--- src/hdl/riscboy_pkg.sv ---
// ==========================================================================
// Bus widths and enums shared by every block. The address map decodes bits
// 15:12 only, so the 64 KiB byte space is the whole system view
// ==========================================================================

package riscboy_pkg;

localparam int W_ADDR = 16;
localparam int W_DATA = 32;
localparam int W_SEL  = 4;

// Decoder target for one access
typedef enum logic [2:0] {
	SLOT_MEM,
	SLOT_GPIO,
	SLOT_PWM,
	SLOT_LINE,
	SLOT_NONE
} slot_e;

// Fetch engine sequencing
typedef enum logic {
	FETCH_IDLE,
	FETCH_RUN
} fetch_state_e;

endpackage
--- src/hdl/wb_decoder.sv ---
// ==========================================================================
// Address decoder on bits 15:12. Unmapped accesses get a one-cycle ack
// with zero read data and writes there are dropped
// ==========================================================================

module wb_decoder import riscboy_pkg::*; (
	input  wire              clk_sys,
	input  wire              rst_n,
	input  wire              bus_cyc,
	input  wire              bus_stb,
	input  wire [W_ADDR-1:0] bus_adr,
	output logic [W_DATA-1:0] bus_dat_r,
	output logic             bus_ack,

	output wire              mem_stb,
	output wire              gpio_stb,
	output wire              pwm_stb,
	output wire              line_stb,
	input  wire [W_DATA-1:0] mem_dat_r,
	input  wire [W_DATA-1:0] gpio_dat_r,
	input  wire [W_DATA-1:0] pwm_dat_r,
	input  wire [W_DATA-1:0] line_dat_r,
	input  wire              mem_ack,
	input  wire              gpio_ack,
	input  wire              pwm_ack,
	input  wire              line_ack
);

slot_e slot;
logic  none_ack;

always_comb begin
	case (bus_adr[W_ADDR-1 -: 4])
		4'h0, 4'h1, 4'h2, 4'h3, 4'h4, 4'h5, 4'h6, 4'h7: slot = SLOT_MEM;
		4'h8:    slot = SLOT_GPIO;
		4'h9:    slot = SLOT_PWM;
		4'ha:    slot = SLOT_LINE;
		default: slot = SLOT_NONE;
	endcase
end

wire req = bus_cyc && bus_stb;

assign mem_stb  = req && slot == SLOT_MEM;
assign gpio_stb = req && slot == SLOT_GPIO;
assign pwm_stb  = req && slot == SLOT_PWM;
assign line_stb = req && slot == SLOT_LINE;

// Stand-in slave for holes in the map
always_ff @(posedge clk_sys) begin
	if (!rst_n) begin
		none_ack <= 1'b0;
	end else begin
		none_ack <= req && slot == SLOT_NONE && !none_ack;
	end
end

always_comb begin
	case (slot)
		SLOT_MEM:  {bus_ack, bus_dat_r} = {mem_ack, mem_dat_r};
		SLOT_GPIO: {bus_ack, bus_dat_r} = {gpio_ack, gpio_dat_r};
		SLOT_PWM:  {bus_ack, bus_dat_r} = {pwm_ack, pwm_dat_r};
		SLOT_LINE: {bus_ack, bus_dat_r} = {line_ack, line_dat_r};
		default:   {bus_ack, bus_dat_r} = {none_ack, {W_DATA{1'b0}}};
	endcase
end

endmodule

--- config.mk ---
export PLATFORM = sky130hd
export DESIGN_NAME = wb_decoder
export DESIGN_NICKNAME = d
export VERILOG_FILES = /design/src/hdl/riscboy_pkg.sv /design/src/hdl/wb_decoder.sv
export SDC_FILE = /design/constraint.sdc
export NUM_CORES = 1
export LEC_CHECK = 0
export BUFFER_PORTS_ARGS = -buffer_cell sky130_fd_sc_hd__buf_2
export CELL_PAD_IN_SITES_DETAIL_PLACEMENT = 2
export CELL_PAD_IN_SITES_GLOBAL_PLACEMENT = 2
export CORE_UTILIZATION = 12
export CTS_CLUSTER_DIAMETER = 30
export DETAILED_ROUTE_END_ITERATION = 6
export PLACE_DENSITY_LB_ADDON = 0.1
export SETUP_SLACK_MARGIN = 0.2
export SLEW_MARGIN = 20
export SYNTH_ARGS = -nofsm -noshare
export SYNTH_HDL_FRONTEND = slang
export SYNTH_SLANG_ARGS = --single-unit
--- constraint.sdc ---
create_clock -name clk_sys -period 3.3 [get_ports clk_sys]
set_input_delay 0.165 -clock clk_sys [delete_from_list [all_inputs] [get_ports clk_sys]]
set_output_delay 0.165 -clock clk_sys [all_outputs]
set_load 0.02 [all_outputs]
---- Yosys cells after proc, flatten, opt, wreduce, memory -nomap -nowiden ----
Memories as Yosys holds them, arrays and structs flattened.
Index checks and enable logic that the tools add are counted.
storage, ports and cells
  flip-flop bits (word level) ............. 1
  memory bits (read-only) ................. 48
  bits of input ports ..................... 152
  memories ................................ 1
memory list
  memory            depth  width  read ports  clocked after memory_dff  wr ports  line              text
  (name not given)  16     3      1           0                         0         wb_decoder.sv:33  case (bus_adr[W_ADDR-1 -: 4])
operators by class
  equality and inequality tests ........... 4
  mux-type cells .......................... 2
  reductions and logical operators ........ 9
operators with widths
  operator            number
  $pmux 32 s4         1
  $logic_and 1x1->1   7
  $eq 3x2->1 const B  2
  $pmux 1 s4          1
  $eq 3x1->1 const B  1
  $eq 3x3->1 const B  1
  $logic_not 3->1     1
  $logic_not 1->1     1

---- Depth between registers and ports, before layout ----
An unclocked memory read counts as a cell.
  depth after elaboration ................. 4
  mapped depth ............................ 7
  gate-level depth less buffers ........... 4

---- Least setup slack after synthesis ----
No wires, ideal clock.
  path kind ............................... input-to-output
  from .................................... in bus_adr[12]
  to ...................................... out gpio_stb
  arrival ................................. 1.464 ns
  slack ................................... 1.671 ns
  cell stages on the path ................. 5
  cells stage by stage .................... ha_1 > nor4_4 > buf_6 > nand2_1 > nor2_1
on the way
  word-level cells in the longest chain between the ends .. 3
RTL lines
  element            line              text
  from (decl)        wb_decoder.sv:11  input wire [W_ADDR-1:0] bus_adr,
  $mem_v2 16x3       n/a
  $eq 3x1->1         wb_decoder.sv:45  assign gpio_stb = req && slot == SLOT_GPIO;
  $logic_and 1x1->1  wb_decoder.sv:45
  to (decl)          wb_decoder.sv:16  output wire gpio_stb,
Every way passes these cells.

---- Final worst setup path ----
  from .................................... in bus_adr[12]
  to ...................................... out bus_dat_r[1]
on the way
  word-level cells in the longest chain between the ends .. 3
RTL lines
  element                                   line              text
  $mem_v2 16x3 *                            n/a
  $eq 3x2->1, or another cell as far along  wb_decoder.sv:59  case (slot)
  $pmux 32 s4 *                             wb_decoder.sv:59
  to (decl)                                 wb_decoder.sv:12  output logic [W_DATA-1:0] bus_dat_r,
Every way passes the cells marked *; elsewhere a longest branch is shown, timed or not.

==> impl_metrics.yaml <==
status:
  status: "finished, final reports clean"
min_path:
  min_delay_path_depth: 2
  hold_path.class: "in -> reg"
placed_design:
  dp_hpwl_um: 6580
  finalWeightedCongestion: 0.670
  buffer_ports.inserted: 176
timing:
  final_setup_tns_ns: 0
  fmax_ghz: 0.445
  max_slew.worst_pin.slew_ns: 0.642
  report.final.hold_viol_count: 0
  final-max-slew-violation-count: 0
  relSlewSlack_pct: 57.1
  rsz0062_at_grt: "no"
  finalWorstPathRequiredPeriod_ns: 2.25
  fin_worst_skew_ns: 0
  period_share_pct: 68.0
  final_setup_fails: 0
logic_synthesis:
  ys.flop_type: "dfxtp_1"
  syn_nets: 367
  yosys_register_bits: 1
  number_of_enable_type_register_cells_in_the_synthesized_netlist: 0
  synth_area_leader_cell: "nand3_1"
  synth.top_cells.by_area: "nand3_1 (40%), nand4_1 (16%), o21ai_0 (14%)"
  netlist_instances: 214
  synth-seq-area-share_pct: 1.65
  synth_top_cells_by_count: "nand3_1 (98), o21ai_0 (33), nand4_1 (32)"
  postSynth.asyncResetShare_pct: 0
  syn_avg_cell_area_um2: 5.68
  yosysTopAreaCellShare_pct: 40.4
  yosysWarnings: 0
  synthMostInstantiatedCell: "nand3_1"
  synth.distinct_cells: 23
  syn-cell-area_um2: 1210
global_route:
  number_of_antenna_violations_at_the_first_check_in_global_routing: 0
  grt_use_met3_pct: 2.24
  top_usage_layer: "met2"
  track_usage_pct: 15.0
  grt_overflow: 0
  grt_pass1_wl_um: 12700
  grt_util_met2_pct: 28.1
  maximum_number_of_pins_on_one_net_before_global_route_repair: 39
  via_count_of_the_first_global_routing_pass: 2486
  grt.met1_usage_pct: 19.0
floorplan:
  dieWidth_um: 103
  die_area_um2: 10500
  floorplan.initialDensity_pct: 12.4
  core_area_um2: 9770
  die_y_um: 103
  top_level_ports: 189
  num_rows: 36
power_and_ir_drop:
  vdd_ir_drop_max_mv: 0.0682
  cell_internal_power_dissipation_mw: 0.139
  power.sequential.fraction_pct: 3.9
  power.share.combinational_pct: 96.1
  netSwitchingFraction_pct: 56.8
  power_density_nw_per_um2: 146
  power_mw: 0.321
  power_switching_mw: 0.182
  total_leakage_power_nw: 1.05
  clkPwrFrac_pct: 0
cts:
  cts_repair_resize_count: 0
  cts.reportedPaths.clkPinSlew_ns: 0
  clock_insertion_delay_worst_skew_ns: 0
  holdBufCountCts: 0
  post_cts_buffers: 0
detailed_routing:
  routed_wirelength_um: 8510
  drt-wirelength-per-cell_um: 16.8
  detail_route.first_pass.iterations: 4
  antenna_violating_nets_post_route: 0
  drt-initial-drc-count: 61
  drc: 0
  via_per_inst: 4.64
  detailroute.via_count: 2350
cells_and_area:
  reg_with_most_ffs: "none_ack"
  insertedDiodeCount: 0
  finalNetCount: 528
  flow.area_growth_from_synthesis_pct: 80.9
  drive_gt1_share_pct: 51.7
  biggestRegsByFlops: "none_ack x1"
  final-seq-area_um2: 20.0
  largest_register_ffs: 1
  n_fill_cell: 1277
  area_used_by_multi_input_combinational_logic_um2: 1030
critical_path:
  reg2reg_depth: 2
  worst_ep_required_time_ns: 3.13
  crit_type: "in -> out"
  worst_setup_path_start_kind: "primary input"
  cp.arrival_ns: 2.08
  crit_fanout: 38
  critPathCaptureType: "primary output"
flow_run:
  timing.max_cap.violations: 0
==> stage by stage <==
step | hold WS, ns | cell area, um2 | setup WS [ns] | std cells | utilization (%)
after global routing | 0.485 | 2200 | 0.896 | 506 | 22.5
after CTS | 0.479 | 2200 | 1.00 | 506 | 22.5
final | 0.470 | 2200 | 1.05 | 506 | 22.5
after floorplan | 0.365 | 1210 | 1.67 | 214 | -
after global placement | 0.462 | 2200 | 1.03 | 506 | 22.5
after detailed placement | 0.469 | 2200 | 1.00 | 506 | 22.5
==> path summary, 6_finish.rpt <==
kind | from | to | slack [ns]
setup / recovery | bus_adr[12] | bus_dat_r[1] | 1.05
hold / removal | rst_n | none_ack | 0.47
setup reg to reg | none_ack | none_ack | 2.58
hold reg to reg | none_ack | none_ack | 0.58
==> cells in the final DEF (no fill, tap or decap) <==
cell | Yosys | routed
dfxtp_1 | 1 | 1
nor2_1 | 3 | 3
o21a_1 | 1 | 1
nand2_1 | 4 | 4
o21ai_0 | 33 | 33
ha_1 | 1 | 1
a41oi_1 | 1 | 1
a41oi_2 | 1 | 1
and4bb_1 | 1 | 1
nor4b_4 | 0 | 1
buf_2 | 14 | 176
nor2b_2 | 0 | 1
nor4_4 | 1 | 1
inv_1 | 1 | 1
buf_12 | 0 | 1
buf_4 | 3 | 10
nand3_1 | 98 | 98
nand4_1 | 32 | 32
and3b_2 | 0 | 1
nor2b_1 | 3 | 2
nor3_1 | 2 | 2
nor2_2 | 1 | 1
==> power groups by stage <==
stage / Combinational, mW / Clock [mW] / Sequential, mW
2_1_floorplan: 0.160 / 0 / 0.0126
3_3_place_gp: 0.312 / 0 / 0.0126
3_5_place_dp: 0.315 / 0 / 0.0126
4_1_cts: 0.317 / 0 / 0.0126
5_1_grt: 0.339 / 0 / 0.0127
6_report: 0.308 / 0 / 0.0126
==> cell type report <==
type,instances,area share [%]
sequential,1,0.911
tap,133,7.57
timing repair buffer,187,44.4
multi-input combinational,184,47.0
inverter,1,0.171
==> per-layer routing <==
layer,share of wire [%],wire length (um)
met5,0,0
met4,0,0
met3,9.0,768
met2,47,4040
met1,44,3700
==> kinds of logic (layout without fill, tap and decap cells) <==
family | after synthesis | count (layout) | synth area share (%)
simple gates | 147 | 147 | 66.6
compound gates | 36 | 36 | 16.3
buf+inv | 29 | 188 | 14.4
fa+ha+maj | 1 | 1 | 1.03
flops | 1 | 1 | 1.65
==> worst max-delay path, stage by stage <==
cell and delay (ns):
buf_2 0.15, ha_1 0.45, and3b_2 0.63, buf_12 0.29
nand3_1 0.11, nand4_1 0.09, buf_2 0.18
Note: power is estimated with default switching activity, not from simulation.
