File: src/hdl/riscboy_pkg.sv
// ==========================================================================
// Bus widths and enums shared by every block. The address map decodes bits
// 15:12 only, so the 64 KiB byte space is the whole system view
// ==========================================================================

package riscboy_pkg;

localparam int W_ADDR = 16;
localparam int W_DATA = 32;
localparam int W_SEL  = 4;

// Decoder target for one access
typedef enum logic [2:0] {
	SLOT_MEM,
	SLOT_GPIO,
	SLOT_PWM,
	SLOT_LINE,
	SLOT_NONE
} slot_e;

// Fetch engine sequencing
typedef enum logic {
	FETCH_IDLE,
	FETCH_RUN
} fetch_state_e;

endpackage
File: src/hdl/gpio.sv
// ==========================================================================
// GPIO with OUT at 0, OE at 4 and read-only IN at 8. N_PADS is below 32
// ==========================================================================

module gpio import riscboy_pkg::*; #(
	parameter int N_PADS = 11
) (
	input  wire               clk_sys,
	input  wire               rst_n,
	input  wire               gpio_stb,
	input  wire               bus_we,
	input  wire [W_ADDR-1:0]  bus_adr,
	input  wire [W_DATA-1:0]  bus_dat_w,
	output logic [W_DATA-1:0] gpio_dat_r,
	output logic              gpio_ack,
	output logic [N_PADS-1:0] padout,
	output logic [N_PADS-1:0] padoe,
	input  wire  [N_PADS-1:0] padin
);

logic [N_PADS-1:0] in_meta;
logic [N_PADS-1:0] in_sync;

wire access = gpio_stb && !gpio_ack;

always_ff @(posedge clk_sys) begin
	if (!rst_n) begin
		gpio_ack <= 1'b0;
		padout   <= '0;
		padoe    <= '0;
		in_meta  <= '0;
		in_sync  <= '0;
	end else begin
		gpio_ack <= access;
		// Pad inputs are asynchronous to clk_sys
		in_meta  <= padin;
		in_sync  <= in_meta;
		if (access && bus_we) begin
			case (bus_adr[3:2])
				2'd0:    padout <= bus_dat_w[N_PADS-1:0];
				2'd1:    padoe <= bus_dat_w[N_PADS-1:0];
				default: ;
			endcase
		end
	end
end

always_ff @(posedge clk_sys) begin
	if (access) begin
		case (bus_adr[3:2])
			2'd0:    gpio_dat_r <= W_DATA'(padout);
			2'd1:    gpio_dat_r <= W_DATA'(padoe);
			2'd2:    gpio_dat_r <= W_DATA'(in_sync);
			default: gpio_dat_r <= '0;
		endcase
	end
end

endmodule

File: config.mk
export PLATFORM = sky130hd
export DESIGN_NAME = gpio
export DESIGN_NICKNAME = d
export VERILOG_FILES = /design/src/hdl/riscboy_pkg.sv /design/src/hdl/gpio.sv
export SDC_FILE = /design/constraint.sdc
export NUM_CORES = 1
export LEC_CHECK = 0
export BUFFER_PORTS_ARGS = -buffer_cell sky130_fd_sc_hd__buf_2
export CORE_MARGIN = 10
export CORE_UTILIZATION = 40
export DETAILED_ROUTE_END_ITERATION = 16
export GPL_TIMING_DRIVEN = 1
export HOLD_SLACK_MARGIN = 0.15
export MAX_ROUTING_LAYER = met4
export PLACE_DENSITY = 0.76
export SLEW_MARGIN = 20
export SYNTH_ARGS = -nofsm -noshare
export SYNTH_HDL_FRONTEND = slang
export SYNTH_SLANG_ARGS = --single-unit
File: constraint.sdc
create_clock -name clk_sys -period 1.24 [get_ports clk_sys]
set_input_delay 0.124 -clock clk_sys [delete_from_list [all_inputs] [get_ports clk_sys]]
set_output_delay 0.124 -clock clk_sys [all_outputs]
set_load 0.02 [all_outputs]
# Yosys cells after proc, flatten, opt, wreduce, memory -nomap -nowiden
# Index checks and enable logic that the tools add are counted.
dict set report totals {
  register_bits 77
  input_bits 63
  out_inout_bits 55
  elab_cells 15
}
dict set report classes {
  eq_ne 2
  n_mux 1
  reduce_logical 6
}
# op n
set ops {}
lappend ops {{one-hot mux 11 bit (3 select lines)} 1}
lappend ops {{AND reduction 2 bit} 2}
lappend ops {{== test 2 x 1 -> 1 bit, second input constant} 1}
lappend ops {{== test 2 bit, second input constant} 1}
lappend ops {{logical AND 1 bit} 2}
lappend ops {{zero test 2 bit} 1}
lappend ops {{zero test 1 bit} 1}

# Longest topological paths before layout
dict set report logic_depth {
  ltp_word 4
  ltp_mapped 4
  depth_no_buf 3
}

# Worst setup path after synthesis
# OpenSTA, ideal clock, no wires.
dict set report synth_path {
  path_kind {register to register}
  startpoint {register gpio_ack}
  endpoint {register padoe[0]}
  setup_ns 0.072
  arrival_ns 1.372
  t_required_ns 1.168
  path_slack_ns -0.203
  path_stages_with_launch 5
  path_buffers 1
  period_less_slack_ns 1.443
  path_cell_list {dfxtp_1 -> nor2b_2 -> and3_4 -> buf_6 -> mux2i_1}
}
dict set report synth_via {
  elab_chain_cells 4
}
# item line_no
set synth_rtl {}
lappend synth_rtl {{start: declaration} gpio.sv:15} ;# output logic gpio_ack,
lappend synth_rtl {{start signal: assignment} gpio.sv:34} ;# gpio_ack <= access;
lappend synth_rtl {{zero test 1 bit} gpio.sv:24} ;# wire access = gpio_stb && !gpio_ack;
lappend synth_rtl {{logical AND 1 bit} gpio.sv:24}
lappend synth_rtl {{named net access} gpio.sv:24}
lappend synth_rtl {{logical AND 1 bit} gpio.sv:38} ;# if (access && bus_we) begin
lappend synth_rtl {{AND reduction 2 bit (no source line)} -}
lappend synth_rtl {{end signal: assignment} gpio.sv:41} ;# 2'd1: padoe <= bus_dat_w[N_PADS-1:0];
lappend synth_rtl {{end: declaration} gpio.sv:17} ;# output logic [N_PADS-1:0] padoe,
# The timed path passes the listed nets, and every way through them passes these cells.
# A chain may end at the register's enable or synchronous reset.

# Worst setup path after layout
dict set report layout_path {
  startpoint {register gpio_ack}
  endpoint {register padoe[1]}
}
# The elaborated chain is that of the path after synthesis.

==> summary.txt <==
Route
  • Drc violations: 0
  • Wire length after detailed routing: 4870 microns
  • Detailed-route via count: approximately 1500
  • Antenna Nets Post-Route: 0
  • Average wire per standard cell: around 13 microns
  • Via/cell ratio: 4.27
  • Number of detailed-routing iterations run before antenna repair: 4
  • 1st-iter DRT viols: 70

Setup path
  • Cells traversed along the worst timing path: nor2b_4 > and3_4 > mux2i_1
  • Critical path capture point type: flip-flop
  • Reg2reg start: gpio_ack$_SDFF_PN0_
  • Terminus of the critical flop-to-flop path: padoe[1]$_SDFFE_PN0P_
  • Slowest stage delay, CP: 0.35 ns
  • Number of cells traversed by the worst register-to-register path: 3
  • Required time reported for the critical path endpoint: 1.48 ns
  • Number of buffer and inverter stages on the critical path: 0
  • Slowest stage cell on the critical path: dfxtp_2
  • Arr. time, crit path: roughly 1.4 ns
  • Count of cell instances traversed by the critical path: 3
  • Family of cells with the greatest summed delay on the critical path: simple AND/OR/NAND/NOR gates
  • Start point of the critical path: gpio_ack$_SDFF_PN0_
  • Register-to-register path setup slack: 0.14 ns
  • Crit path kind: reg -> reg
  • CP max FO: 11
  • Kind of start point of the critical path: flip-flop
  • End point of the critical path: padoe[1]$_SDFFE_PN0P_

Global routing
  • Largest net degree at the start of global routing: 57
  • First-pass GRT wire length: 7800 microns
  • Remaining global-route overflow: 0
  • Vias in the first global route: roughly 1600
  • Global-route usage over all layers: 0.112
  • Most heavily used metal layer in global routing: met2
  • Met2 capacity usage during global routing: 0.166
  • Met3 GRT Util: 0.0432
  • Number of antenna violations at the first check in global routing: 0
  • GR Util met1: 0.137

STA
  • Final critical-path required period: 1.10 ns
  • Fmax: around 0.9 GHz
  • Worst Hold Slack: about 0.29 ns
  • Final critical-path setup slack: ~0.14 ns
  • Final-report max-slew violation count: 0
  • Setup Viol. Count Final: 0
  • Worst-case clock skew: ~0.012 ns
  • Final worst-path cycle share: 0.891
  • RSZ-0062 raised after global routing: false
  • Hold Violations, Final: 0

Layout
  • Layout-stage area growth over the synthesis result: 30.3%
  • Commonest non-fill, non-tap cell in the layout: buf_2
  • Multi-input gate area in the final layout: 816 sq um
  • Fraction of final layout cells with drive strength greater than 1: 0.277
  • Design Area, Final: ~2800 sq um
  • Storage element area: 1230 sq um
  • Fill cell instance count of the final layout: about 490
  • Final layout net count: 354
  • Leading cell types in the layout, fill and taps excluded: buf_2, nand2_1, dfxtp_1
  • Number of diodes added for antenna fixing: 0

Clock tree
  • CTS max path bufs: 2
  • Clock tree from TritonCTS: built
  • CTS Buf Count: 5
  • Worst skew pair latency: 0.31 ns
  • Clock slew at reported path FFs: 0.10 ns
  • Maximum level of the CTS H-tree: 2
  • Cell at the root of the clock tree: clkbuf_8
  • Clock Sink Count: 56

Power and ir drop
  • Proportion of power drawn by the clock network: 0.336
  • Net Sw Frac: 0.237
  • Final total power: 0.00354 W
  • Combinational share of power: 0.115
  • Power per cell area: 1240 nW/um^2
  • Switching power total: 0.000840 W
  • Leakage dissipation: approximately 1.3 nW
  • Seq pwr share: 0.549
  • Maximum VDD drop: 0.000492 V
  • P_int: ~0.0027 W

Floorplanning
  • Starting Density: 0.420
  • Top Ports: roughly 120
  • Die height: roughly 94 microns
  • Standard cell core area: 5200 sq um
  • Chip width: 93.9 microns
  • Die ar.: 8820 sq um
  • Floorplan row count: 26

Logic synthesis
  • Number of warning messages in the yosys log: 0
  • Fraction of post-synthesis cell area in the top cell type by area: 0.412
  • #FFs+latches synth: 56
  • Share of synthesized area occupied by flip-flops and latches: 0.563
  • Cell taking the most area after synthesis: dfxtp_1
  • Post-Synthesis Mean Instance Area: 10.7 sq um
  • Mapped Area: between 2000 and 2500 sq um
  • Synth Instances: 205
  • Cell types occupying the most area after synthesis: dfxtp_1, edfxtp_1, mux2i_1, buf_4, nand2_1
  • Yosys cell types: 16

Min path
  • Worst Hold Class: in -> reg
  • Hold Crit Start: rst_n

Job
  • Total of max-cap violations: 0

Place
  • Last weighted congestion value of the routability-driven placer: 0.764
  • DP Area: 2510 sq um
  • Hpwl dp: 3540 microns
  • Setup Slack @ Placement: between 0.15 and 0.2 ns
  • Count of buffers from port buffering: 61

Run status
  • Outcome: complete, no violations
[how the worst min path moves through the flow]
stage / endpoint / slack (ns) / cells past startpoint
after global routing: padoe[7]$_SDFFE_PN0P_ / 0.29 / 4
after floorplan: in_meta[0]$_SDFF_PN0_ / 0.25 / 1
after CTS: padoe[7]$_SDFFE_PN0P_ / 0.28 / 4
final: padoe[9]$_SDFFE_PN0P_ / 0.29 / 4
after detailed placement: in_meta[2]$_SDFF_PN0_ / 0.33 / 2
after global placement: in_meta[5]$_SDFF_PN0_ / 0.33 / 2
[cell usage after synthesis, drive strengths merged]
cell    count
dfxtp      45
nand2      44
mux2i      33
buf        28
and2       23
edfxtp     11
o21ai      11
clkbuf      4
nor2b       2
and3        1
conb        1
nand3       1
nor2        1
[state kept, by name, indices dropped and copies added (netlist names)]
name        count
gpio_dat_r     11
in_meta        11
gpio_ack        1
padoe          11
in_sync        11
padout         11
[metrics by stage]
stage | util | setup TNS [ns] | instances
floorplan | - | -0.0281 | 225
global placement | 0.483 | 0 | 332
detailed placement | 0.483 | 0 | 332
CTS | 0.547 | 0 | 362
global route | 0.547 | 0 | 362
finish | 0.547 | 0 | 362
[area by class of cell]
| type | count | area share |
|---|---|---|
| clock buffers | 5 | 0.0242 |
| well taps | 70 | 0.0307 |
| clock inverters | 3 | 0.0162 |
| repair buffers | 91 | 0.210 |
| flip-flops and latches | 56 | 0.433 |
| multi-input cells | 137 | 0.286 |
[layer usage]
| layer | part of all wire | vias to the layer above |
|---|---|---|
| li1 | - | 795 |
| met1 | 0.46 | 680 |
| met2 | 0.44 | 65 |
| met3 | 0.095 | 4 |
| met4 | 0.0074 | 0 |
| met5 | 0 | - |
[worst reg2reg max path: stages (launching register included)]
cell and delay, ns:
dfxtp_2 0.35, nor2b_4 0.13, and3_4 0.34, mux2i_1 0.22
[power groups by stage]
stage	logic, W	registers [W]	clock network (W)
2_1_floorplan	0.000235	0.00203	0
3_3_place_gp	0.000347	0.00199	0
3_5_place_dp	0.000353	0.00199	0
4_1_cts	0.000407	0.00195	0.00122
5_1_grt	0.000444	0.00196	0.00130
6_report	0.000407	0.00195	0.00119
[kinds of logic after synthesis]
group / Yosys count / synth area share
DFF: 56 / 0.563
buffers and inverters: 32 / 0.100
muxes: 33 / 0.151
AOI/OAI and AO/OA: 11 / 0.0252
and+or+nand+nor: 72 / 0.159
other: 1 / 0.00172
[repair_timing]
item / 4_1_cts / 5_1_grt
buffers inserted: 0 / 0
hold endpoints to repair: 33 / 0
hold buffers: 22 / 0
gates resized for setup: 0 / 0
endpoints found under the setup margin: 0 / 0
(Power assumes the default switching activity.)
