--- src/hdl/riscboy_pkg.sv ---
// ==========================================================================
// Bus widths and enums shared by every block. The address map decodes bits
// 15:12 only, so the 64 KiB byte space is the whole system view
// ==========================================================================

package riscboy_pkg;

localparam int W_ADDR = 16;
localparam int W_DATA = 32;
localparam int W_SEL  = 4;

// Decoder target for one access
typedef enum logic [2:0] {
	SLOT_MEM,
	SLOT_GPIO,
	SLOT_PWM,
	SLOT_LINE,
	SLOT_NONE
} slot_e;

// Fetch engine sequencing
typedef enum logic {
	FETCH_IDLE,
	FETCH_RUN
} fetch_state_e;

endpackage
--- src/hdl/line_fetch.sv ---
// ==========================================================================
// Scanline fetch engine. BASE at 0, COUNT at 4 (1 to LINE_WORDS), CTRL at 8
// LINE_WORDS is a power of two of at least 2
// ==========================================================================

module line_fetch import riscboy_pkg::*; #(
	parameter int LINE_WORDS = 64
) (
	input  wire                          clk_sys,
	input  wire                          rst_n,
	input  wire                          line_stb,
	input  wire                          bus_we,
	input  wire [W_ADDR-1:0]             bus_adr,
	input  wire [W_DATA-1:0]             bus_dat_w,
	output logic [W_DATA-1:0]            line_dat_r,
	output logic                         line_ack,

	output logic                         fetch_cyc,
	output wire                          fetch_stb,
	output wire [W_ADDR-1:0]             fetch_adr,
	input  wire [W_DATA-1:0]             fetch_dat_r,
	input  wire                          fetch_ack,

	input  wire [$clog2(LINE_WORDS)-1:0] scanout_raddr,
	output logic [W_DATA-1:0]            scanout_rdata,
	output logic                         line_done
);

localparam int W_IDX = $clog2(LINE_WORDS);

fetch_state_e      state;
logic [W_ADDR-1:0] base_q;
logic [W_IDX:0]    count_q;
logic [W_IDX:0]    idx_q;
logic [W_DATA-1:0] line_buf [LINE_WORDS];

wire access = line_stb && !line_ack;
wire start  = access && bus_we && bus_adr[3:2] == 2'd2 && bus_dat_w[0] && state == FETCH_IDLE;
wire last   = idx_q + 1'b1 >= count_q;

assign fetch_stb = fetch_cyc;
assign fetch_adr = base_q + (W_ADDR'(idx_q) << 2);

always_ff @(posedge clk_sys) begin
	if (!rst_n) begin
		state     <= FETCH_IDLE;
		fetch_cyc <= 1'b0;
		line_done <= 1'b0;
		line_ack  <= 1'b0;
		base_q    <= '0;
		count_q   <= '0;
		idx_q     <= '0;
	end else begin
		line_ack <= access;
		if (access && bus_we) begin
			case (bus_adr[3:2])
				2'd0:    base_q <= bus_dat_w[W_ADDR-1:0];
				2'd1:    count_q <= bus_dat_w[W_IDX:0];
				default: ;
			endcase
		end
		case (state)
			FETCH_IDLE: if (start) begin
				state     <= FETCH_RUN;
				idx_q     <= '0;
				fetch_cyc <= 1'b1;
				line_done <= 1'b0;
			end
			// Drop cyc for one cycle between words so the host can get in
			FETCH_RUN: if (!fetch_cyc) begin
				fetch_cyc <= 1'b1;
			end else if (fetch_ack) begin
				fetch_cyc <= 1'b0;
				idx_q     <= idx_q + 1'b1;
				if (last) begin
					state     <= FETCH_IDLE;
					line_done <= 1'b1;
				end
			end
			default: state <= FETCH_IDLE;
		endcase
	end
end

always_ff @(posedge clk_sys) begin
	if (fetch_cyc && fetch_ack) begin
		line_buf[idx_q[W_IDX-1:0]] <= fetch_dat_r;
	end
	scanout_rdata <= line_buf[scanout_raddr];
	if (access) begin
		case (bus_adr[3:2])
			2'd0:    line_dat_r <= W_DATA'(base_q);
			2'd1:    line_dat_r <= W_DATA'(count_q);
			2'd2:    line_dat_r <= W_DATA'(state == FETCH_RUN);
			default: line_dat_r <= '0;
		endcase
	end
end

endmodule

--- config.mk ---
export PLATFORM = sky130hd
export DESIGN_NAME = line_fetch
export DESIGN_NICKNAME = d
export VERILOG_FILES = /design/src/hdl/riscboy_pkg.sv /design/src/hdl/line_fetch.sv
export SDC_FILE = /design/constraint.sdc
export NUM_CORES = 2
export LEC_CHECK = 0
export BUFFER_PORTS_ARGS = -buffer_cell sky130_fd_sc_hd__buf_2
export CORE_MARGIN = 2
export CORE_UTILIZATION = 30
export DETAILED_ROUTE_END_ITERATION = 16
export GPL_TIMING_DRIVEN = 0
export SLEW_MARGIN = 10
export SYNTH_ARGS = -nofsm -noshare
export SYNTH_HDL_FRONTEND = slang
export SYNTH_SLANG_ARGS = --single-unit
export TNS_END_PERCENT = 5
--- constraint.sdc ---
create_clock -name clk_sys -period 5.4 [get_ports clk_sys]
set_input_delay 0.81 -clock clk_sys [delete_from_list [all_inputs] [get_ports clk_sys]]
set_output_delay 0.81 -clock clk_sys [all_outputs]
set_load 0.01 [all_outputs]
## Word-level counts from Yosys, hierarchy flattened

Memories as Yosys holds them, arrays and structs flattened. A register that Yosys moved wholly into a read port is not among the register bits.
Cells that the tools add are included.

| storage, ports and cells | value |
|---|---|
| memories | 1 |
| memory bits (writable) | 2,048 |
| input port bits | 91 |
| flip-flop bits (word level) | 66 |

Memory list:

| name | words | bits a word | rd ports | clocked after Yosys merged registers in | wr ports | line | source |
|---|---|---|---|---|---|---|---|
| line_buf | 64 | 32 | 1 | 1 | 1 | line_fetch.sv:35 | `logic [W_DATA-1:0] line_buf [LINE_WORDS];` |

| cells by class | value |
|---|---|
| reductions and logical operators | 12 |
| equal/unequal tests | 6 |
| $lt $le $gt $ge | 1 |
| multiplexer cells | 21 |
| add/subtract/negate cells | 2 |
| bitwise operators | 1 |

Operators with widths:

| cell | number |
|---|---|
| case mux 16 bit (3 select lines) | 1 |
| two-way mux 7 bit | 3 |
| adder 16 x 9 -> 16 bit | 1 |
| case mux 7 bit (2 select lines) | 1 |
| two-way mux 1 bit | 13 |
| adder 7 x 1 -> 7 bit (second input constant) | 1 |
| >= comparator 7 bit | 1 |
| logical AND 1 bit | 6 |
| != test 2 bit (second input constant) | 3 |
| case mux 1 bit (2 select lines) | 3 |
| AND reduction 2 bit | 2 |
| AND reduction 4 bit | 1 |
| AND reduction 3 bit | 1 |
| equality test 2 x 1 -> 1 bit (second input constant) | 1 |
| equality test 2 bit (second input constant) | 1 |
| zero test 2 bit | 1 |
| != test 2 x 1 -> 1 bit (second input constant) | 1 |
| zero test 1 bit | 1 |
| inverter 1 bit | 1 |

## Logic depth before layout (Yosys ltp)

| depth | value |
|---|---|
| depth after elaboration | 8 |
| depth in mapped cells | 12 |

## Worst setup path before layout

OpenSTA, ideal clock, no wires.

| timing | value |
|---|---|
| kind | input to register |
| from | input fetch_ack |
| to | memory line_buf[52][0], enable pin |
| setup time | 0.461 ns |
| arrival time | 3.440 ns |
| stages | 3 |
| setup slack | 1.499 ns |
| cells stage by stage | nand4_1 or2_2 nor3_1 |

| on the way | value |
|---|---|
| cells in the longest elaborated chain, start to end | 3 |

Ends and longest elaborated chain:

| what | line | source |
|---|---|---|
| start, declared | line_fetch.sv:22 | `input wire fetch_ack,` |
| logical AND 1 bit | line_fetch.sv:86 | `if (fetch_cyc && fetch_ack) begin` |
| two-way mux 1 bit | line_fetch.sv:86 |  |
| two-way mux 1 bit (implied by the code) | line_fetch.sv:87 | `line_buf[idx_q[W_IDX-1:0]] <= fetch_dat_r;` |
| end, declared | line_fetch.sv:35 |  |

No other way between the ends.

==> impl_summary.txt <==
----------------------------------------------------
[Layout]
  Layout cells sized above 1 ... 28.9%
  Post-layout nets ... 4181
  Final std cell area, no fill ... 95600 sq um
  Finished Layout Cells ... 7809
  Final core utilization ... 35.6%
  Synth-to-Final Area Change ... 17.9%

[Power and ir drop]
  Clock network power share ... 42.2%
  Sequential share of power ... 52.8%
  Switch Pwr ... 7.55 mW
  Switching part of the total ... 21.9%
  P per Cell Area ... 361 nW/um^2
  Peak VDD IR ... 363 uV
  Internal power component ... 26.9 mW
  Fraction of power consumed by combinational cells ... 5.0%
  LEAKAGE ... 29.6 nW
  Final Power ... 34.5 mW

[Floorplanning]
  Die Footprint ... 274000 sq um
  CORE AREA ... 268000 sq um
  Die Width ... 524 um
  Total number of placement rows ... 190
  Starting Density ... 30.2%
  Die H ... 524 um
  Boundary pin count ... 175

[Critical path]
  Cell with the largest stage delay on the worst path ... sky130_fd_sc_hd__a21oi_1
  Type of the setup path with the least slack ... primary input to register
  Startpoint types ... primary input
  Critical path's largest stage delay ... 0.96 ns
  Largest driver fanout on the critical path ... 10
  Reg-to-reg startpoint ... idx_q[1]
  Worst path cell trace ... buf_2 -> clkbuf_1 -> buf_2 -> buf_1 -> clkbuf_1 -> a211oi_1 -> a21oi_1 -> a221oi_1
  Arrival time at the worst endpoint ... 5.50 ns
  Data required time of the worst path ... 6.05 ns
  Worst reg2reg setup slack ... 1.87 ns
  Count of cells along the worst register-to-register path ... 6
  Worst Setup End Kind ... register
  Reg-to-reg endpoint ... line_buf[39][26]

[Logic synthesis]
  Gate count of the mapped netlist ... 3625
  Top cells by instance count after synthesis ... sky130_fd_sc_hd__edfxtp_1, sky130_fd_sc_hd__mux4_2, sky130_fd_sc_hd__nor2_1, sky130_fd_sc_hd__clkbuf_1, sky130_fd_sc_hd__mux2i_1
  Synth warnings ... 0
  Post-synth EDFFs ... 2064
  Top-count cell post-synth ... sky130_fd_sc_hd__edfxtp_1
  Post-Syn Area per Cell ... 22.4 sq um
  Number of storage elements in the synthesis netlist ... 2130
  Top_reg_cell synth ... sky130_fd_sc_hd__edfxtp_1
  Proportion of synthesized flip-flops having asynchronous set or reset ... 0%
  Area share of the largest cell type after synthesis ... 76.4%
  Area of the mapped netlist ... 81100 sq um
  Post-synth top area cell ... sky130_fd_sc_hd__edfxtp_1
  Count of different cell masters after synthesis ... 49
  Sequential area share after synthesis ... 78.1%
  Largest cells by area after synthesis ... sky130_fd_sc_hd__edfxtp_1, sky130_fd_sc_hd__mux4_2, sky130_fd_sc_hd__dfxtp_1

[Clock tree]
  Clock transition at the registers of the reported paths ... 0.06 ns
  Number of resized instances in the post-cts repair step ... 0
  Number of buffers inserted by hold repair at cts ... 0
  Buffer count from post-CTS setup fixing ... 0
  Clock net sink count ... 2130
  Clock buffer count from CTS ... 207
  TritonCTS clock tree ... built
  Clk Tree Root Cell ... sky130_fd_sc_hd__clkbuf_16
  Number of buffers on the longest clock path ... 3
  Clock latency on the worst-skew pair ... 0.87 ns
  H-tree Lvls ... 4

[Detailed routing]
  Wire length reported by the detailed router ... 239000 um
  Number of iterations in the first detailed-routing pass ... 6
  Final routed DRC violation total ... 0
  Wire length per cell after detailed routing ... 30.6 um
  Antenna violation net count after detailed routing ... 0
  Vias after detailed routing ... 41300
  Vias per cell ... 5.28
  Violation count after the first detailed-routing iteration ... 5817

[Placed design]
  Count of placed standard cells including taps ... 7417
  Post-DP HPWL ... 160000 um
  Area of placed instances ... 88700 sq um
  Final RePlAce weighted congestion ... 0.833
  Number of I/O port buffers ... 125

[STA]
  Clock tree skew after final layout ... 0.0588 ns
  Highest clock frequency the design can meet ... 206 MHz
  Final hold violation count ... 0
  Worst-margin pin slew ... 1.34 ns
  Ratio of final minimum period to clock period ... 89.8%
  Total Negative Setup Slacks ... 0 ns
  Worst slew margin relative to its limit ... 10.3%
  Tmin final ... 4.85 ns
  Final count of negative-setup-slack endpoints ... 0
  Max Transition Viols Final ... 0
  Unrepaired setup endpoints after global routing ... false

[GRT]
  First-pass GRT wire length ... 328000 um
  Number of global-route vias before repair ... 40500
  Number of antenna violations at the first check in global routing ... 23
  Global route total overflow ... 0
  Overall global routing resource usage ... 17.2%
  Largest net degree at the start of global routing ... 65

[Hold path]
  Hold Path End ... base_q[14]
  Depth of the worst hold-timing path ... 3
  Hold WC Path Type ... primary input to register
  Hold path startpoint ... bus_dat_w[14]

[Run status]
  Outcome ... complete, no violations

[Job]
  # Max-Cap Violations ... 0

----------------------------------------------------
-- critical path, delay by kind of cell --
family	cells	cell delay, ns
buf+inv	5	3.01
compound gates	3	1.62
-- routing by layer --
| layer | GRT usage [%] | vias to the layer above | wire (um) |
|---|---|---|---|
| met4 | 6.51 | 6 | 9440 |
| met3 | 3.97 | 352 | 23000 |
| met2 | 27.1 | 2214 | 112000 |
| met1 | 23.1 | 22400 | 94600 |
| li1 | - | 16300 | - |
| met5 | 0 | - | 28 |
-- registers in the layout, summed over array words and instances (netlist names) --
register and count:
line_buf 2048, scanout_rdata 32, base_q 16, line_dat_r 16, count_q 7, idx_q 7
fetch_cyc 1, line_ack 1, line_done 1, state 1
-- power by group through the flow --
| stage | combinational [mW] | clock [mW] | sequential (mW) |
|---|---|---|---|
| finish | 1.74 | 14.5 | 18.2 |
| global route | 1.81 | 15.2 | 18.2 |
| CTS | 1.74 | 14.6 | 18.2 |
| detailed placement | 1.73 | 0 | 18.5 |
| global placement | 1.70 | 0 | 18.5 |
| floorplan | 0.816 | 0 | 18.5 |
-- logic make-up after synthesis --
family / share of synthesized area (%)
AND/OR/NAND/NOR: 1.59
other: 0.00462
XOR/XNOR: 0.173
adder cells (fa/ha/maj): 0.256
buffers and inverters: 1.41
multiplexers: 15.4
AO/OA/AOI/OAI: 3.09
flip-flops: 78.1
-- worst max path at each step --
stage	start	to	slack [ns]	depth (start not counted)
floorplan	fetch_ack	line_buf[52][0]	1.50	3
global placement	idx_q[4]	line_buf[48][30]	-2.61	5
detailed placement	scanout_raddr[3]	scanout_rdata[14]	0.04	8
CTS	idx_q[1]	fetch_adr[10]	0.93	10
global route	idx_q[1]	fetch_adr[14]	0.59	10
finish	scanout_raddr[3]	scanout_rdata[14]	0.55	8
-- metrics by stage --
stage	setup WS, ns	hold slack, ns
3_3_place_gp	-2.61	0.469
4_1_cts	0.927	0.160
3_5_place_dp	0.0353	0.487
5_1_grt	0.587	0.185
2_1_floorplan	1.50	0.456
6_report	0.550	0.211
-- layout by cell type (no fill, tap or decap), drive strengths merged, types with 4 or more instances in the layout --
| master | n |
|---|---|
| nand2 | 57 |
| xor2 | 6 |
| o21ai | 34 |
| nand2b | 12 |
| a21oi | 58 |
| clkinv | 81 |
| o221ai | 32 |
| a21boi | 22 |
| bufinv | 16 |
| inv | 30 |
| diode | 5 |
| and2 | 14 |
| edfxtp | 2064 |
| mux2 | 10 |
| xnor2 | 10 |
| buf | 356 |
| a211oi | 23 |
| a211o | 4 |
| a221oi | 75 |
| o22ai | 25 |
| ha | 15 |
| a22oi | 13 |
| and3 | 12 |
| mux2i | 84 |
| nor2b | 35 |
| clkbuf | 357 |
| clkinvlp | 9 |
| conb | 16 |
| mux4 | 512 |
| nor3 | 7 |
| dfxtp | 66 |
| nor2 | 112 |
| a22o | 44 |
| nand3 | 17 |
-- cell type report --
class	instances	area, sq um
fill	24400	173000
sequential	2130	63300
multi-input combinational	1273	17200
clock buffer	271	5660
tap	3552	4440
timing repair buffer	225	2660
clock inverter	116	1170
buffer	217	1070
inverter	20	75.1
antenna	5	12.5
Power figures use the tool's default switching activity.
