==> src/hdl/riscboy_pkg.sv <==
// ==========================================================================
// Bus widths and enums shared by every block. The address map decodes bits
// 15:12 only, so the 64 KiB byte space is the whole system view
// ==========================================================================

package riscboy_pkg;

localparam int W_ADDR = 16;
localparam int W_DATA = 32;
localparam int W_SEL  = 4;

// Decoder target for one access
typedef enum logic [2:0] {
	SLOT_MEM,
	SLOT_GPIO,
	SLOT_PWM,
	SLOT_LINE,
	SLOT_NONE
} slot_e;

// Fetch engine sequencing
typedef enum logic {
	FETCH_IDLE,
	FETCH_RUN
} fetch_state_e;

endpackage
==> src/hdl/wb_arbiter.sv <==
// ==========================================================================
// Two-master Wishbone arbiter. The grant only moves while the owner's cyc
// is low, so a master that never drops cyc starves the other one
// ==========================================================================

module wb_arbiter import riscboy_pkg::*; (
	input  wire              clk_sys,
	input  wire              rst_n,

	input  wire              host_cyc,
	input  wire              host_stb,
	input  wire              host_we,
	input  wire [W_ADDR-1:0] host_adr,
	input  wire [W_SEL-1:0]  host_sel,
	input  wire [W_DATA-1:0] host_dat_w,
	output wire [W_DATA-1:0] host_dat_r,
	output wire              host_ack,

	input  wire              fetch_cyc,
	input  wire              fetch_stb,
	input  wire [W_ADDR-1:0] fetch_adr,
	output wire [W_DATA-1:0] fetch_dat_r,
	output wire              fetch_ack,

	output wire              bus_cyc,
	output wire              bus_stb,
	output wire              bus_we,
	output wire [W_ADDR-1:0] bus_adr,
	output wire [W_SEL-1:0]  bus_sel,
	output wire [W_DATA-1:0] bus_dat_w,
	input  wire [W_DATA-1:0] bus_dat_r,
	input  wire              bus_ack
);

logic owner_fetch;
logic grant_fetch;

// Keep the current owner mid-cycle, otherwise the fetch engine wins a tie
always_comb begin
	if (owner_fetch ? fetch_cyc : host_cyc) begin
		grant_fetch = owner_fetch;
	end else if (fetch_cyc) begin
		grant_fetch = 1'b1;
	end else if (host_cyc) begin
		grant_fetch = 1'b0;
	end else begin
		grant_fetch = owner_fetch;
	end
end

always_ff @(posedge clk_sys) begin
	if (!rst_n) begin
		owner_fetch <= 1'b0;
	end else begin
		owner_fetch <= grant_fetch;
	end
end

assign bus_cyc   = grant_fetch ? fetch_cyc : host_cyc;
assign bus_stb   = grant_fetch ? fetch_stb : host_stb;
// The fetch engine is read-only and always takes the full word
assign bus_we    = grant_fetch ? 1'b0 : host_we;
assign bus_adr   = grant_fetch ? fetch_adr : host_adr;
assign bus_sel   = grant_fetch ? {W_SEL{1'b1}} : host_sel;
assign bus_dat_w = host_dat_w;

assign host_dat_r  = bus_dat_r;
assign fetch_dat_r = bus_dat_r;
assign host_ack    = bus_ack && !grant_fetch;
assign fetch_ack   = bus_ack && grant_fetch;

endmodule

==> config.mk <==
export PLATFORM = sky130hd
export DESIGN_NAME = wb_arbiter
export DESIGN_NICKNAME = d
export VERILOG_FILES = /design/src/hdl/riscboy_pkg.sv /design/src/hdl/wb_arbiter.sv
export SDC_FILE = /design/constraint.sdc
export NUM_CORES = 1
export LEC_CHECK = 0
export BUFFER_PORTS_ARGS = -buffer_cell sky130_fd_sc_hd__buf_2
export CAP_MARGIN = 10
export CORE_AREA = 4 4 88 90
export CTS_CLUSTER_DIAMETER = 50
export CTS_CLUSTER_SIZE = 24
export DETAILED_ROUTE_END_ITERATION = 10
export DIE_AREA = 0 0 92 94
export GPL_TIMING_DRIVEN = 1
export SKIP_CTS_REPAIR_TIMING = 1
export SYNTH_ARGS = -nofsm -noshare
export SYNTH_HDL_FRONTEND = slang
export SYNTH_SLANG_ARGS = --single-unit
==> constraint.sdc <==
create_clock -name clk_sys -period 1.55 [get_ports clk_sys]
set_input_delay 0.155 -clock clk_sys [delete_from_list [all_inputs] [get_ports clk_sys]]
set_output_delay 0.155 -clock clk_sys [all_outputs]
set_load 0.01 [all_outputs]
# == Word-level counts from Yosys, hierarchy flattened ==
# Index checks and enable logic that the tools add are counted.
# classes
addsub,0
n_reduce_logical,3
div_mod_pow,0
n_shift,0
mul,0
bitwise_logic,0
n_eq_ne,0
muxes,9
magnitude_cmp,0
# ops
operator,n
16-bit 2-to-1 mux,1
1-bit 2-to-1 mux,7
4-bit 2-to-1 mux,1
1-bit logical AND,2
1-bit zero test,1
# word_totals
latch_bits,0
reg_bits,1
romBits,0
memories,0
elab_cells,13
inputBits,108
mem_bits_rw,0
output_inout_bits,121

# == Depth between registers and ports, before layout ==
# Gate-level depths: netlist of run 1.
# depth
depth_word,5
ltp_mapped,4
ltp_nobuf,3

# == Worst setup path before layout of run 1 ==
# OpenSTA, ideal clock, no wires.
# synth_timing
path_kind,register to output
startpoint,register owner_fetch
endpoint,output bus_adr[10]
stages_incl_launch_ff,4
required_ns,1.395
path_buffers,1
t_arrival_ns,1.138
path_slack_ns,0.257
cell_sequence,dfxtp_1 maj3_4 buf_6 mux2_4
# synth_between
elab_chain_cells,4
elab_cells_between_ends,5
classes_between,mux (5)
# synth_lines
element,line_no,rtl
from (decl),wb_arbiter.sv:35,logic owner_fetch;
from (signal assigned),wb_arbiter.sv:55,owner_fetch <= grant_fetch;
1-bit 2-to-1 mux,wb_arbiter.sv:44,end else if (host_cyc) begin
1-bit 2-to-1 mux,wb_arbiter.sv:42,end else if (fetch_cyc) begin
1-bit 2-to-1 mux (*),wb_arbiter.sv:40,if (owner_fetch ? fetch_cyc : host_cyc) begin
16-bit 2-to-1 mux (*),wb_arbiter.sv:63,assign bus_adr = grant_fetch ? fetch_adr : host_adr;
to (decl),wb_arbiter.sv:28,"output wire [W_ADDR-1:0] bus_adr,"
# Every way passes the cells marked *; elsewhere a longest branch is shown, timed or not.

# == Final worst setup path of run 1 ==
# layout_timing
startpoint,register owner_fetch
endpoint,output bus_adr[9]
# The elaborated chain is that of the path after synthesis.

==> results of run 1 <==
[power groups by stage]
stage | combinational (mW) | clock (mW) | sequential [mW]
floorplan | 0.393 | 0 | 0.0283
global placement | 0.244 | 0 | 0.0284
detailed placement | 0.246 | 0 | 0.0284
CTS | 0.246 | 0 | 0.0284
global route | 0.262 | 0 | 0.0286
finish | 0.241 | 0 | 0.0284
[logic make-up after synthesis]
logic type | Yosys count | synth area share (%)
adder cells (fa/ha/maj) | 1 | 1.28
multiplexers | 17 | 22.0
AND/OR/NAND/NOR | 9 | 5.24
flip-flops | 1 | 1.86
buffers and inverters | 99 | 69.6
[routing by layer]
layer / share of wire (%) / up-vias / GRT usage (%)
met5: 0 / - / 0
met4: 9.1 / 0 / 4.21
met3: 21 / 30 / 2.00
met2: 49 / 84 / 9.37
met1: 21 / 237 / 2.35
li1: - / 240 / -
[synthesized netlist by cell type]
cell type | count | share of area [%]
inv_1 | 1 | 0.35
nor2b_1 | 2 | 1.2
or2_2 | 3 | 1.7
dfxtp_1 | 1 | 1.9
buf_4 | 96 | 67
maj3_4 | 1 | 1.3
mux2_2 | 5 | 5.2
and2_1 | 2 | 1.2
or2_1 | 2 | 1.2
buf_6 | 2 | 2.1
mux2_4 | 12 | 17
[layout make-up]
type,count,area share [%]
repair buffers,68,42.8
multi-input cells,27,38.6
well taps,99,15.6
flip-flops and latches,1,2.52
inverters,1,0.472
[worst max-delay path by stage]
stage	depth (start not counted)	slack, ns	startpoint	to
2_1_floorplan	3	0.26	owner_fetch	bus_adr[10]
3_3_place_gp	3	0.12	owner_fetch	bus_adr[11]
3_5_place_dp	3	0.11	owner_fetch	bus_adr[11]
4_1_cts	3	0.11	owner_fetch	bus_adr[9]
5_1_grt	5	0.06	host_cyc	bus_adr[15]
6_report	3	0.12	owner_fetch	bus_adr[9]
[stage by stage]
stage / hold WS, ns / cells / setup WS (ns) / area, µm²
2_1_floorplan: 0.277 / 127 / 0.257 / 1070
3_3_place_gp: 0.310 / 196 / 0.123 / 795
3_5_place_dp: 0.310 / 196 / 0.107 / 795
4_1_cts: 0.310 / 196 / 0.109 / 795
5_1_grt: 0.310 / 196 / 0.0601 / 795
6_report: 0.310 / 196 / 0.117 / 795
[worst max-delay path, cell delays in order, from the launching register on]
cell and delay (ns):
dfxtp_1 0.28, maj3_4 0.49, mux2_4 0.35, buf_2 0.14
==> metrics.txt, run 1 <==
status complete, no violations; routed vias/inst 3.02; Initial Util 15.2%; fmax 698 MHz; Pint 0.170 mW; HP Class input port to primary output; Core ar. 7060 µm²; Worst Path Arrival 1.28 ns; Min-Delay Endpoint bus_dat_w[10]; Vias 591; hold path startpoint host_dat_w[10]; power share of the clock group 0%; WS Path Type flop to primary output; initial antenna violation count 0; Antenna Cells 0; total power 0.269 mW; number of max-cap violations 0; Final Setup Violations 0; Worst setup SP type flop; Max IR drop VDD 0.220 mV; Net Sw Power slightly below 0.1 mW; fin. max-slew vios 0; IO Port Bufs 68; Lkg Pwr between 0.4 and 0.5 nW; layout cell share with drive strength beyond 1 91.8%; hold depth 0; switching portion of total power a little under two fifths; syn nets 235; most frequent cells in the layout 68 x buf_2, 12 x mux2_4, 5 x mux2_2; Setup TNS 0 ns; Util after Layout between 10% and 20%; largest fanout on the critical path 25; crit end category primary output; Mapped Cells 127; clock slew at reported path FFs 0 ns; clk_skew 0 ns; row cnt 31; sequential cell area ~20 µm²; most common cell after layout, fill and taps aside buf_2; largest net degree at the start of global routing 26; Sequential Power Share 10.6%; die area ~8600 µm²; Worst-Skew Late Latency 0 ns; synthesis-to-finish area growth -26.0%; Final #Nets 207; post-synthesis cell area approximately 1100 µm²; unrepaired setup endpoints after global routing no; period utilization between 90% and 100%; Final min period 1.43 ns; Logic pwr share 89.4%; Rel. slew slack 74.9%; Die W 92 µm; PD cells around 340 nW/µm²; Slew @ Worst Pin 0.377 ns; syn_area_per_cell 8.45 µm²; reg2reg start owner_fetch; hpwl dp between 1500 and 2000 µm; WL/cell 11.6 µm; Yosys cell types 11; aggregate global routing overflow 0; number of flip-flops under the largest register name 1; #FFs+latches synth 1; Warnings, synthesis 0; GRT Overall Usage 4.41%; largest registers owner_fetch (1); GPL Wtd Cong 0.542; Filler cells 830; DRC violations left 0; Die Ht 94 µm; sequential cell area fraction in the yosys report between 1.5 and 2%; number of global-route vias before repair 637; Total Wirelength 2270 µm; Initial DRT Pass Iterations 2; DRT iter0 DRCs 3; Worst EP required 1.39 ns; Antenna Nets Post-Route 0; R2R cell count 2; Final Hold Fails 0; reg2reg end owner_fetch; io pins around 230; reg2reg setup slack 0.43 ns; area of the multi-input gates 307 µm²; Top reg by flops owner_fetch; first-pass GRT wire length 3020 µm
No activity file was read; power rests on OpenSTA's default activity.
==> run 2: changes to the inputs <==
==> constraint.sdc (replaced) <==
create_clock -name clk_sys -period 1.55 [get_ports clk_sys]
set_input_delay 0.31 -clock clk_sys [delete_from_list [all_inputs] [get_ports clk_sys]]
set_output_delay 0.31 -clock clk_sys [all_outputs]
set_load 0.01 [all_outputs]
==> metrics.txt, run 2 (synthesis results as in run 1) <==
status complete, but fails checks (was complete, no violations); failing checks setup timing; Final Setup Violations 17 (was 0); Total Wirelength 2880 µm (was 2270 µm); fin area 963 µm² (was 795 µm²); hold depth 2 (was 0); Die Ht 94 µm (unchanged); row cnt 31 (unchanged); clock slew at reported path FFs 0 ns (about the same); IO Port Bufs 68 (unchanged); most common cell after layout, fill and taps aside buf_2 (unchanged); Worst-Skew Late Latency 0 ns (about the same); WP depth 5 (was 3); worst path bufs/invs 3 (was 1); HP Class input port to flop (was input port to primary output); Worst setup SP type input port (was flop); Setup WS pre-CTS -0.193 ns (was 0.107 ns); Final Hold Fails 0 (unchanged); routed vias/inst 3.16 (was 3.02); io pins 229 (unchanged); Slew @ Worst Pin 0.175 ns (was 0.377 ns); WL/cell 14.5 µm (was 11.6 µm); Final WS setup -0.0606 ns (was 0.117 ns); number of flip-flops under the largest register name 1 (unchanged); largest net degree at the start of global routing 26 (unchanged); layout cell share with drive strength beyond 1 94.0% (was 91.8%); fmax 621 MHz (was 698 MHz); Antenna Cells 0 (unchanged); largest registers owner_fetch (1) (unchanged); Core ar. 7060 µm² (unchanged); dpl cell area 795 µm² (unchanged); DRT iter0 DRCs 1 (was 3); Rel. slew slack 88.3% (was 74.9%); Initial Util 15.2% (unchanged); Worst Path Arrival 1.30 ns (was 1.28 ns); CP delay by family, top adder cells (unchanged); first-pass GRT wire length 3140 µm (was 3020 µm); Final Hold Slack 0.514 ns (was 0.310 ns); period utilization 104% (was 92.5%); initial antenna violation count 0 (unchanged); PD cells 368 nW/µm² (was 339 nW/µm²); aggregate global routing overflow 0 (unchanged); crit end category primary output (unchanged); Max IR drop VDD 0.177 mV (was 0.220 mV); number of max-cap violations 0 (unchanged); Vias 628 (was 591); total power 0.354 mW (was 0.269 mW); R2R cell count 2 (unchanged); Final #Nets 210 (was 207); most frequent cells in the layout 52 x buf_2, 14 x buf_6, 13 x mux2_4 (was 68 x buf_2, 12 x mux2_4, 5 x mux2_2); number of global-route vias before repair 605 (was 637); synthesis-to-finish area growth -10.3% (was -26.0%); slowest cell on the critical path maj3_4 (unchanged); unrepaired setup endpoints after global routing yes (was no); GRT Overall Usage 4.64% (was 4.41%); Initial DRT Pass Iterations 2 (unchanged); Top reg by flops owner_fetch (unchanged); clk_skew 0 ns (unchanged); largest fanout on the critical path 6 (was 25); Worst EP required 1.24 ns (was 1.39 ns); crit-path cells buf_8, inv_8, maj3_4, mux2_4, buf_6 (was maj3_4, mux2_4, buf_2); hpwl dp 2030 µm (was 1990 µm); Final min period 1.61 ns (was 1.43 ns); Antenna Nets Post-Route 0 (unchanged); critical path's largest stage delay 0.41 ns (was 0.49 ns); Lkg Pwr 0.477 nW (was 0.419 nW); die area 8650 µm² (unchanged); WS Path Type input port to primary output (was flop to primary output); fin. max-slew vios 0 (unchanged); DRC violations left 0 (unchanged); Die W 92 µm (unchanged); GPL Wtd Cong 0.582 (was 0.542)
-- run 2: worst paths after layout --
kind                               endpoint        start  slack, ns
worst min register to register  owner_fetch  owner_fetch       0.83
worst max register to register  owner_fetch  owner_fetch       0.55
worst min-delay path            owner_fetch        rst_n       0.51
worst max-delay path             bus_adr[9]     host_cyc      -0.06
-- run 2: power breakdown --
part | switching [mW] | internal, mW
registers | 0.00389 | 0.0282
logic | 0.123 | 0.199
clock network | 0 | 0
total | 0.127 | 0.227
-- run 2: layer usage --
metal  global-route usage, %  share of wire, %  up-vias
li1                        -                 -      252
met1                    3.02                27      260
met2                    9.43                49       86
met3                    1.92                16       30
met4                    4.21               7.2        0
met5                       0                 0        -
-- run 2: final cells by class --
type / instances / area [µm²]
Fill cell: 821 / 6100
Inverter: 1 / 11.3
Multi-Input combinational cell: 30 / 354
Sequential cell: 1 / 21.3
Tap cell: 99 / 124
Timing Repair Buffer: 68 / 453
-- run 2: per-stage QoR --
stage	util (%)	TNS, ns	instances
finish	13.6	-0.717	199
global route	13.6	-1.10	199
CTS	11.3	-3.83	196
detailed placement	11.3	-3.82	196
global placement	11.3	-3.42	196
floorplan	-	0	127
-- run 2: worst register-to-register path: stages, from the launching register on --
cell,delay [ns]
dfxtp_2,0.35
maj3_2,0.37
and2_1,0.17
